### config.mk
export PLATFORM = sky130hd
export DESIGN_NAME = agnus_dma
export DESIGN_NICKNAME = d
export VERILOG_FILES = /design/src/common/agnus_pkg.sv /design/src/design/dma_control.sv /design/src/arbiter/slot_arbiter.sv /design/src/design/chip_bus_mux.sv /design/src/design/agnus_dma.sv
export SDC_FILE = /design/constraint.sdc
export NUM_CORES = 1
export LEC_CHECK = 0
export BUFFER_PORTS_ARGS = -buffer_cell sky130_fd_sc_hd__buf_2
export CORE_AREA = 2 2 116 118
export DETAILED_ROUTE_END_ITERATION = 10
export DIE_AREA = 0 0 118 120
export PLACE_DENSITY = 0.61
export RECOVER_POWER = 50
export SLEW_MARGIN = 20
export SYNTH_ARGS = -nofsm -noshare
export SYNTH_HDL_FRONTEND = slang
export SYNTH_SLANG_ARGS = --single-unit
### constraint.sdc
create_clock -name clk -period 6.3 [get_ports clk]
set_input_delay 1.89 -clock clk [delete_from_list [all_inputs] [get_ports clk]]
set_output_delay 1.89 -clock clk [all_outputs]
set_load 0.005 [all_outputs]
### src/common/agnus_pkg.sv
// agnus dma package: bus types, register addresses and arbiter limits for the chip-bus arbiter
`default_nettype none

package agnus_pkg;

  // --------------------
  // bus widths
  // --------------------
  typedef logic [7:0]  reg_addr_t;   // register word address, 256 words
  typedef logic [19:0] chip_addr_t;  // chip memory word address

  // --------------------
  // register map
  // --------------------
  localparam reg_addr_t REG_DMACON  = 8'h4B;  // dma control write (byte 0x096)
  localparam reg_addr_t REG_DMACONR = 8'h01;  // dma control read (byte 0x002)
  localparam reg_addr_t REG_IDLE    = 8'hFF;  // nothing addressed on the register bus

  // blitter is held off once the cpu misses this many memory cycles
  localparam logic [1:0] BLS_CNT_MAX = 2'd3;

  // refresh takes the odd slots in this hpos window
  localparam logic [8:0] REFRESH_FIRST = 9'd1;
  localparam logic [8:0] REFRESH_LAST  = 9'd7;

  // --------------------
  // dmacon bit positions
  // --------------------
  localparam int DMACON_W   = 13;  // stored bits 12..0
  localparam int DMACON_SET = 15;  // set/clear select
  localparam int BLTPRI     = 10;  // blitter nasty
  localparam int DMAEN      = 9;   // master enable
  localparam int BPLEN      = 8;
  localparam int COPEN      = 7;
  localparam int BLTEN      = 6;
  localparam int SPREN      = 5;

  // cpu side of the register bus
  typedef struct packed {
    logic      aen;      // register bank select
    logic      rd;
    logic      hwr;
    logic      lwr;
    reg_addr_t address;
  } cpu_access_t;

  // dsk/aud/bpl say the slot is in use, spr/cop/blt are requests
  typedef struct packed {
    logic dsk;
    logic aud;
    logic bpl;
    logic spr;
    logic cop;
    logic blt;
  } dma_req_t;

  // payload one engine puts on the chip bus
  typedef struct packed {
    chip_addr_t address;
    reg_addr_t  reg_address;
    logic       we;        // memory write, only disk and blitter use it
  } chan_bus_t;

  // bus owner for the current slot
  typedef enum logic [2:0] {
    GRANT_CPU,
    GRANT_DSK,
    GRANT_REF,
    GRANT_AUD,
    GRANT_BPL,
    GRANT_SPR,
    GRANT_COP,
    GRANT_BLT
  } grant_t;

  // handshake levels back to the engines
  typedef struct packed {
    logic bpl_en;
    logic cop_ena;   // no bitplane fetch in this slot
    logic blt_ena;   // bus free for the blitter
    logic ack_spr;
    logic ack_cop;
    logic ack_blt;
  } chan_ctrl_t;

  // effective channel enables from dmacon
  typedef struct packed {
    logic bpl;
    logic spr;
    logic cop;
    logic blt;
    logic bltpri;
  } dma_en_t;

endpackage

`default_nettype wire

### src/design/dma_control.sv
// dma control: cpu register decode, dmacon set/clear register, readback and channel enables
`timescale 1ns/100ps
`default_nettype none

module dma_control import agnus_pkg::*; (
  input  wire logic        clk,
  input  wire logic        reset,
  input  wire logic        clk7_en,      // bus clock enable
  input  wire cpu_access_t cpu,
  input  wire reg_addr_t   reg_address,  // granted register address
  input  wire logic [15:0] data_in,
  input  wire logic        blit_busy,
  input  wire logic        blit_zero,
  output reg_addr_t        cpu_reg_address,
  output logic      [15:0] dmaconr,
  output dma_en_t          dma_en
);

  logic [DMACON_W-1:0] dmacon;  // stored control bits 12..0
  logic                dmacon_wr;

  // --------------------
  // cpu decode
  // --------------------
  // idle address unless the cpu really accesses the register bank
  always_comb begin
    if (cpu.aen && (cpu.rd || cpu.hwr || cpu.lwr))
      cpu_reg_address = cpu.address;
    else
      cpu_reg_address = REG_IDLE;
  end

  // --------------------
  // control register
  // --------------------
  assign dmacon_wr = (reg_address == REG_DMACON);

  always_ff @(posedge clk) begin
    if (clk7_en) begin
      if (reset) begin
        dmacon <= '0;
      end else if (dmacon_wr) begin
        if (data_in[DMACON_SET])
          dmacon <= dmacon | data_in[DMACON_W-1:0];   // set ones
        else
          dmacon <= dmacon & ~data_in[DMACON_W-1:0];  // clear ones
      end
    end
  end

  // readback only drives the data bus when addressed, OR-ed at the output
  always_comb begin
    if (reg_address == REG_DMACONR)
      dmaconr = {1'b0, blit_busy, blit_zero, dmacon};
    else
      dmaconr = '0;
  end

  // --------------------
  // channel enables
  // --------------------
  assign dma_en.bpl    = dmacon[BPLEN] & dmacon[DMAEN];
  assign dma_en.spr    = dmacon[SPREN] & dmacon[DMAEN];
  assign dma_en.cop    = dmacon[COPEN] & dmacon[DMAEN];
  assign dma_en.blt    = dmacon[BLTEN] & dmacon[DMAEN];
  assign dma_en.bltpri = dmacon[BLTPRI];  // not gated by master enable

  // all channels come out of reset switched off
  a_en_off_after_reset: assert property (
    @(posedge clk) (reset && clk7_en) |=> (dma_en == '0)
  );

endmodule

`default_nettype wire

### src/arbiter/slot_arbiter.sv
// slot arbiter: refresh slot decode, blitter slowdown counter and fixed-priority bus grant
`timescale 1ns/100ps
`default_nettype none

module slot_arbiter import agnus_pkg::*; (
  input  wire logic       clk,
  input  wire logic       reset,
  input  wire logic       clk7_en,
  input  wire logic [8:0] hpos,     // horizontal beam position
  input  wire logic       ddf,      // bitplane fetch window
  input  wire logic       cck,      // colour clock, high in odd slots
  input  wire logic       turbo,    // blitter may take extra slots
  input  wire logic       bls,      // cpu is waiting for the bus
  input  wire dma_req_t   dma_req,
  input  wire dma_en_t    dma_en,
  output grant_t          grant,
  output chan_ctrl_t      chan_ctrl
);

  logic [1:0] bls_cnt;    // memory cycles the cpu has missed the bus
  logic       bls_block;  // blitter held off for the cpu
  logic       bls_tick;   // counter qualifying edge
  logic       dma_ref;
  logic       dma_spr;
  logic       dma_cop;
  logic       dma_blt;
  logic       higher_busy;

  // --------------------
  // refresh slots
  // --------------------
  // odd slots only, inside the refresh window
  assign dma_ref = hpos[0] && (hpos >= REFRESH_FIRST) && (hpos <= REFRESH_LAST);

  // --------------------
  // eligibility
  // --------------------
  assign bls_block = (bls_cnt == BLS_CNT_MAX);

  // no sprite fetch while bitplanes own the fetch window
  assign dma_spr = dma_req.spr & dma_en.spr & ~(ddf & dma_en.bpl);
  assign dma_cop = dma_req.cop & dma_en.cop;
  assign dma_blt = dma_req.blt & dma_en.blt & ~bls_block;

  // first match wins: disk, refresh, audio, bitplane, sprite, copper, blitter
  always_comb begin
    if (dma_req.dsk)
      grant = GRANT_DSK;
    else if (dma_ref)
      grant = GRANT_REF;
    else if (dma_req.aud)
      grant = GRANT_AUD;
    else if (dma_req.bpl)
      grant = GRANT_BPL;
    else if (dma_spr)
      grant = GRANT_SPR;
    else if (dma_cop)
      grant = GRANT_COP;
    else if (dma_blt)
      grant = GRANT_BLT;
    else
      grant = GRANT_CPU;  // bus left to the cpu
  end

  // --------------------
  // engine handshake
  // --------------------
  assign higher_busy = dma_ref | dma_req.dsk | dma_req.aud | dma_spr | dma_req.bpl | dma_cop;

  assign chan_ctrl.bpl_en  = dma_en.bpl;
  assign chan_ctrl.cop_ena = ~dma_req.bpl;  // copper only loses odd slots to bitplanes
  assign chan_ctrl.blt_ena = dma_en.blt & ~higher_busy & ~bls_block;
  assign chan_ctrl.ack_spr = (grant == GRANT_SPR);
  assign chan_ctrl.ack_cop = (grant == GRANT_COP);
  assign chan_ctrl.ack_blt = (grant == GRANT_BLT);

  // --------------------
  // slowdown counter
  // --------------------
  assign bls_tick = ~cck | turbo;

  always_ff @(posedge clk) begin
    if (clk7_en) begin
      if (reset) begin
        bls_cnt <= '0;
      end else if (bls_tick) begin
        if (!bls || dma_en.bltpri)
          bls_cnt <= '0;                 // cpu got the bus, or blitter nasty
        else if (!bls_block)
          bls_cnt <= bls_cnt + 2'd1;     // saturate at max
      end
    end
  end

  // blitter must stay off the bus once the cpu has starved long enough
  a_no_blt_when_blocked: assert property (
    @(posedge clk) disable iff (reset) bls_block |-> !chan_ctrl.ack_blt
  );

endmodule

`default_nettype wire

### src/design/chip_bus_mux.sv
// chip bus mux: drives chip address, register address, bus flags and read data for the grant
`timescale 1ns/100ps
`default_nettype none

module chip_bus_mux import agnus_pkg::*; (
  input  wire grant_t      grant,
  input  wire chan_bus_t   dsk_bus,
  input  wire chan_bus_t   aud_bus,
  input  wire chan_bus_t   bpl_bus,
  input  wire chan_bus_t   spr_bus,
  input  wire chan_bus_t   cop_bus,
  input  wire chan_bus_t   blt_bus,
  input  wire reg_addr_t   cpu_reg_address,
  input  wire logic [15:0] dmaconr,
  input  wire logic [15:0] blt_data,
  output chip_addr_t       address_out,
  output reg_addr_t        reg_address,
  output logic             cpu_custom,  // cpu owns the custom chip bus
  output logic             dbr,         // agnus holds the data bus
  output logic             dbwe,        // dma memory write
  output logic      [15:0] data_out
);

  // --------------------
  // address select
  // --------------------
  always_comb begin
    address_out = '0;
    reg_address = REG_IDLE;
    dbwe        = 1'b0;
    unique case (grant)
      GRANT_DSK: begin
        address_out = dsk_bus.address;
        reg_address = dsk_bus.reg_address;
        dbwe        = dsk_bus.we;         // disk may write memory
      end
      GRANT_REF: ;                        // refresh: address 0, register bus idle
      GRANT_AUD: begin
        address_out = aud_bus.address;
        reg_address = aud_bus.reg_address;
      end
      GRANT_BPL: begin
        address_out = bpl_bus.address;
        reg_address = bpl_bus.reg_address;
      end
      GRANT_SPR: begin
        address_out = spr_bus.address;
        reg_address = spr_bus.reg_address;
      end
      GRANT_COP: begin
        address_out = cop_bus.address;
        reg_address = cop_bus.reg_address;
      end
      GRANT_BLT: begin
        address_out = blt_bus.address;
        reg_address = blt_bus.reg_address;
        dbwe        = blt_bus.we;         // blitter may write memory
      end
      GRANT_CPU: reg_address = cpu_reg_address;  // cpu register access passes through
    endcase
  end

  // --------------------
  // bus flags and data
  // --------------------
  assign dbr        = (grant != GRANT_CPU);
  assign cpu_custom = ~dbr;
  assign data_out   = dmaconr | blt_data;  // sources drive zero when idle

  // exactly one owner of the bus at any time
  always_comb begin
    a_one_owner: assert final (dbr != cpu_custom);
  end

endmodule

`default_nettype wire

### src/design/agnus_dma.sv
// agnus dma top: chip-bus slot arbiter with dma control register and bus multiplexer
`timescale 1ns/100ps
`default_nettype none

module agnus_dma import agnus_pkg::*; (
  input  wire logic        clk,
  input  wire logic        reset,
  input  wire logic        clk7_en,
  input  wire cpu_access_t cpu,
  input  wire logic [15:0] data_in,
  input  wire logic        blit_busy,
  input  wire logic        blit_zero,
  input  wire logic [8:0]  hpos,
  input  wire logic        ddf,
  input  wire logic        cck,
  input  wire logic        turbo,
  input  wire logic        bls,
  input  wire dma_req_t    dma_req,
  input  wire chan_bus_t   dsk_bus,
  input  wire chan_bus_t   aud_bus,
  input  wire chan_bus_t   bpl_bus,
  input  wire chan_bus_t   spr_bus,
  input  wire chan_bus_t   cop_bus,
  input  wire chan_bus_t   blt_bus,
  input  wire logic [15:0] blt_data,
  output chip_addr_t       address_out,
  output reg_addr_t        reg_address,
  output logic             cpu_custom,
  output logic             dbr,
  output logic             dbwe,
  output logic      [15:0] data_out,
  output chan_ctrl_t       chan_ctrl
);

  reg_addr_t   cpu_reg_address;
  logic [15:0] dmaconr;
  dma_en_t     dma_en;
  grant_t      grant;

  // --------------------
  // input side
  // --------------------
  dma_control ctrl_i (
    .clk             (clk),
    .reset           (reset),
    .clk7_en         (clk7_en),
    .cpu             (cpu),
    .reg_address     (reg_address),      // granted address loops back
    .data_in         (data_in),
    .blit_busy       (blit_busy),
    .blit_zero       (blit_zero),
    .cpu_reg_address (cpu_reg_address),
    .dmaconr         (dmaconr),
    .dma_en          (dma_en)
  );

  // --------------------
  // arbitration
  // --------------------
  slot_arbiter arb_i (
    .clk       (clk),
    .reset     (reset),
    .clk7_en   (clk7_en),
    .hpos      (hpos),
    .ddf       (ddf),
    .cck       (cck),
    .turbo     (turbo),
    .bls       (bls),
    .dma_req   (dma_req),
    .dma_en    (dma_en),
    .grant     (grant),
    .chan_ctrl (chan_ctrl)
  );

  // --------------------
  // output side
  // --------------------
  chip_bus_mux mux_i (
    .grant           (grant),
    .dsk_bus         (dsk_bus),
    .aud_bus         (aud_bus),
    .bpl_bus         (bpl_bus),
    .spr_bus         (spr_bus),
    .cop_bus         (cop_bus),
    .blt_bus         (blt_bus),
    .cpu_reg_address (cpu_reg_address),
    .dmaconr         (dmaconr),
    .blt_data        (blt_data),
    .address_out     (address_out),
    .reg_address     (reg_address),
    .cpu_custom      (cpu_custom),
    .dbr             (dbr),
    .dbwe            (dbwe),
    .data_out        (data_out)
  );

endmodule

`default_nettype wire

Word-level counts from Yosys, hierarchy flattened
Cells that the tools add are included.

operators by class
  mux-type cells = 17
  bitwise gates (word level) = 28
  order comparisons = 2
  eq/ne operators = 10
  $add $sub $neg = 1
  reductions and logical operators = 13

operators with widths
  kind                                                                              count
  20-bit one-hot mux with 6 select lines                                            1
  8-bit one-hot mux with 7 select lines                                             1
  13-bit two-way mux                                                                2
  3-bit two-way mux                                                                 7
  15-bit by 16-bit bitwise OR with 16-bit output                                    1
  15-bit two-way mux                                                                1
  13-bit bitwise AND                                                                1
  13-bit NOT                                                                        1
  13-bit bitwise OR                                                                 1
  1-bit bitwise AND                                                                 12
  3-bit equality test, second input constant                                        4
  9-bit by 1-bit >= comparator with 1-bit output, second input constant             1
  9-bit by 3-bit less-or-equal comparator with 1-bit output, second input constant  1
  8-bit by 1-bit equality test with 1-bit output, second input constant             1
  8-bit by 7-bit equality test with 1-bit output, second input constant             1
  8-bit two-way mux                                                                 1
  2-bit two-way mux                                                                 3
  1-bit NOT                                                                         6
  1-bit bitwise OR                                                                  6
  2-bit nonzero test                                                                2
  3-bit by 1-bit equality test with 1-bit output, second input constant             1
  3-bit by 2-bit equality test with 1-bit output, second input constant             1
  1-bit logical AND                                                                 3
  3-bit zero test                                                                   1
  9 further kinds                                                                   11

word-level totals
  input bits = 242
  output and inout port bits = 53
  logic and storage cells = 73
  register bits = 15

Depth between registers and ports, before layout
  depth after elaboration = 15
  mapped depth = 10
  depth with buffers taken out = 8

Modules after synthesis
A second synthesis with hierarchy kept.

second synthesis, totals
  cells, all modules = 351
  area, all modules = 3108.0 um2

modules (own cells, without submodules)
  module        cells each  seq. area each (um2)  area an instance (um2)  instances
  chip_bus_mux  218         0.0                   1795.5                  1
  dma_control   98          390.4                 972.2                   1
  slot_arbiter  35          60.1                  340.3                   1

Least setup slack after synthesis
No wires, ideal clock.

  path kind = input to output
  from = input dma_req[0] (netlist bit)
  to = output data_out[0]
  arrival time = 4113 ps
  path slack = 297 ps
  stages = 9
  required time = 4410 ps
  path buffers = 2
  cell sequence = nand3b_1 -> or3b_1 -> buf_2 -> o21ai_4 -> mux2_2 -> a211oi_1 -> nand3_1 -> buf_4 -> o31ai_2

between the ends
  word-level cells in the longest chain between the ends = 14
  elaborated cells between the ends (all ways) = 20
  classes of those cells = eq/ne (7); mux (9); bitwise (3); reduce/logical (1)

ends and longest elaborated chain
  what                                                RTL line            text
  start, declared                                     agnus_dma.sv:18     input wire dma_req_t dma_req,
  1-bit bitwise AND (*) (2 in series)                 slot_arbiter.sv:43  assign dma_blt = dma_req.blt & dma_en.blt & ~bls_block;
  3-bit two-way mux (*)                               slot_arbiter.sv:59  else if (dma_blt)
  3-bit two-way mux (*)                               slot_arbiter.sv:57  else if (dma_cop)
  3-bit two-way mux (*)                               slot_arbiter.sv:55  else if (dma_spr)
  3-bit two-way mux (*)                               slot_arbiter.sv:53  else if (dma_req.bpl)
  3-bit two-way mux (*)                               slot_arbiter.sv:51  else if (dma_req.aud)
  3-bit two-way mux (*)                               slot_arbiter.sv:49  else if (dma_ref)
  3-bit two-way mux (*)                               slot_arbiter.sv:47  if (dma_req.dsk)
  3-bit equality test, or another cell as far along   chip_bus_mux.sv:31  unique case (grant)
  8-bit one-hot mux with 7 select lines (*)           chip_bus_mux.sv:31
  8-bit by 1-bit equality test with 1-bit output (*)  dma_control.sv:53   if (reg_address == REG_DMACONR)
  15-bit two-way mux (*)                              dma_control.sv:53
  15-bit by 16-bit bitwise OR with 16-bit output (*)  chip_bus_mux.sv:68  assign data_out = dmaconr | blt_data;
  end, declared                                       agnus_dma.sv:31     output logic [15:0] data_out,

Every way passes the cells marked *; elsewhere a longest branch is shown, timed or not.

Worst setup path in the final report
  from = input dma_req[0] (netlist bit)
  to = output data_out[8]

Same word-level chain as after synthesis.

==> reports/metrics.cfg <==
[place]
hpwl_mm = 11.14
placed_cell_area_sq_um = 4288
gp_congestion = 0.7738
io_buffers = 284

[synthesis]
synth.distinct_cells = 62
synthCells = 322
yosys_register_bits = 15
ys_seq_area_frac = 0.1744
syn_avg_cell_area_sq_um = 8.020
synth_area_sq_um = 2582
synthesis.nets = 565
synth-edff-count = 15
ys_warn_count = 0
ys.flop_type = edfxtp_1
synth-async-reset-ratio = 0

[flow_run]
max_cap_violations = 0

[route]
drt_pass1_iterations = 7
drtIter0Drc = 236
vias_per_cell = 4.735
drt_wl_total_mm = 13.10
vias = 3703
ant_nets = 0
drcViolationCount = 0
wl_per_cell_um = 16.75

[critical_path]
crit_chain = buf_2 -> nand3b_1 -> or3b_1 -> o21ai_4 -> mux2_2 -> a211oi_2 -> nand3_2 -> buf_12 -> o41ai_1 -> buf_2
cp-start-kind = input port
crit_slowest_cell = or3b_1
criticalPathCategory = input port to primary output
path_max_fanout = 16
reg2reg_to = ctrl_i.dmacon[8]
cpLargestDelayFamily = compound AO/OA/AOI/OAI gates
worstSetupPathDepth = 10
cp.arrival_ns = 4.26
crit_top_cell = buf_2
reg2reg_from = arb_i.bls_cnt[0]
crit_buf_inv = 3
r2r_slack_ns = 2.44
cp-end-kind = primary output
critPathMaxStageDelay_ns = 0.41
cp.required_ns = 4.41
reg2reg_depth = 10

[grt]
grt_use_total = 0.1735
grt_max_degree = 37
gr-usage-met2 = 0.2896
met1_usage = 0.2343
grt_overflow = 0
grt_pass1_vias = 3622
grt_busiest_layer = met2
antenna_found_initial = 1
grt_pass1_wl_mm = 19.64
grt_use_met3 = 0.02852

[timing]
rsz0062_at_grt = no
fin_crit_sh = 0.9754
fin_tns_setup_ns = 0
slew_headroom = 0.5147
finalSetupViolCount = 0
min_period_ns = 6.145
holdWs_ns = 0.5758
hold_viol_final = 0
fin_skew_ns = 0.002333
max_freq_mhz = 162.7
slew_viol_final = 0
tightest_slew_ns = 0.7279

[power]
vdd.ir_drop.worst_v = 0.00009744
p_per_area_nw_per_um2 = 112.3
p_leak_nw = 2.211

[die]
fp.dieH_um = 120
row_count = 42
core_area_sq_um = 12980
die_area_sq_um = 14160
io_pins = 295
initial_core_util = 0.1990
die_width_um = 118

[clock_tree]
clock_latency_ns = 0.24
path_clk_slew_ns = 0.05
cts_setup_buffers = 0
htreeDepth = 1
holdBufCountCts = 0
cts-root-buf = clkbuf_16
cts_tree = yes
clock_sinks = 15
clockBufferDepth = 2
cts_inserted_buffers = 3

[min_path]
min_from = arb_i.bls_cnt[0]
whs_path_depth = 1
hold-path-endpoint = arb_i.bls_cnt[0]
hp-class = register to register

[cells_and_area]
nNetsFinal = 849
fin_area_sq_um = 4400
areaGrowthSynthToFinish_pct = 70.40
layout-drive-gt1-share = 0.5901
fillers = 1454

[outcome]
status = completed

==> flip-flops by register name, indices dropped and copies added, names as in the netlist <==
register,cells
arb_i.bls_cnt,2
ctrl_i.dmacon,13
==> cells in the final DEF, fill, tap and decap left out, types with 3 or more instances in the layout <==
cell / Yosys / routed
o41ai_2: 1 / 3
a222oi_1: 20 / 20
nand3_1: 14 / 13
nand2_1: 38 / 38
o31ai_1: 4 / 4
a211oi_1: 7 / 5
nor2_1: 27 / 26
nor2b_1: 5 / 5
nand2b_1: 4 / 4
o31ai_2: 10 / 10
mux2_2: 21 / 21
clkbuf_16: 0 / 3
a21oi_1: 7 / 7
buf_4: 4 / 18
o21ai_0: 4 / 4
inv_1: 26 / 27
edfxtp_1: 15 / 15
a22oi_1: 21 / 21
clkbuf_1: 18 / 4
buf_2: 4 / 281
mux2i_1: 16 / 16
==> synth_stat cells, types with 5 or more instances <==
cell	instances	area, sq um
o31ai_2	10	125.1
mux2i_1	16	160.2
nand2_1	38	142.6
clkbuf_1	18	67.56
a22oi_1	21	157.7
edfxtp_1	15	450.4
a21oi_1	7	35.03
nor2_1	27	101.4
a211oi_1	7	52.55
mux2_2	21	236.5
inv_1	26	97.59
a222oi_1	20	200.2
nand3_1	14	70.07
nor2b_1	5	31.28
==> cell type report <==
class / count / area, sq um / area share
Antenna cell: 1 / 2.502 / 0.0005687
Clock buffer: 3 / 75.07 / 0.01706
Clock inverter: 1 / 5.005 / 0.001137
Inverter: 27 / 101.3 / 0.02303
Multi-Input combinational cell: 253 / 1959 / 0.4453
Sequential cell: 15 / 450.4 / 0.1024
Tap cell: 176 / 220.2 / 0.05004
Timing Repair Buffer: 306 / 1587 / 0.3605
==> report_power, final <==
group | switching (mW) | internal [mW] | total (mW) | leakage [nW]
sequential | 0.00343 | 0.117 | 0.120 | 0.145
clock | 0.0376 | 0.0846 | 0.122 | 0.0409
combinational | 0.123 | 0.129 | 0.252 | 2.02
==> worst reg2reg max path, delay by kind of cell (launching register included) <==
family | cells | cell delay (ns)
AOI/OAI and AO/OA | 3 | 0.92
adders and majority gates | 1 | 0.26
buffers and inverters | 2 | 0.78
DFF | 1 | 0.39
muxes | 1 | 0.40
and+or+nand+nor | 3 | 0.74
==> worst max path at each step <==
| stage | to | start | slack (ns) |
|---|---|---|---|
| 4_1_cts | data_out[6] | dma_req[0] | 0.008 |
| 3_3_place_gp | data_out[10] | dma_req[0] | 0.009 |
| 2_1_floorplan | data_out[0] | dma_req[0] | 0.30 |
| 6_report | data_out[8] | dma_req[0] | 0.15 |
| 3_5_place_dp | data_out[10] | dma_req[0] | -0.01 |
| 5_1_grt | data_out[8] | dma_req[0] | 0.002 |
==> metal layers <==
metal	part of all wire	vias to the layer above
li1	-	1827
met1	0.44	1679
met2	0.47	186
met3	0.076	11
met4	0.016	0
met5	0	-
==> kinds of logic (layout without fill, tap and decap cells) <==
family	after synthesis	after routing	share of synthesized area
other	0	1	0
adders and majority gates	1	1	0.004844
buffers and inverters	54	337	0.08914
and+or+nand+nor	110	110	0.2161
DFF	15	15	0.1744
muxes	38	38	0.1579
AOI/OAI and AO/OA	104	104	0.3576
==> metrics by stage <==
step | setup WS (ns) | util | std cells | total power [mW]
6_report | 0.1549 | 0.3390 | 782 | 0.4940
3_3_place_gp | 0.009188 | 0.3303 | 777 | 0.3704
5_1_grt | 0.002429 | 0.3390 | 782 | 0.5290
2_1_floorplan | 0.2969 | - | 322 | 0.2373
4_1_cts | 0.007641 | 0.3375 | 781 | 0.4979
3_5_place_dp | -0.009748 | 0.3303 | 777 | 0.3720
==> what timing repair did <==
action	CTS	global route
gates resized for setup	2	6
endpoints found under the hold margin	0	0
pin swaps	2	1
setup endpoints to repair	1	15
gates cloned	0	0
Note: power is estimated with default switching activity, not from simulation.
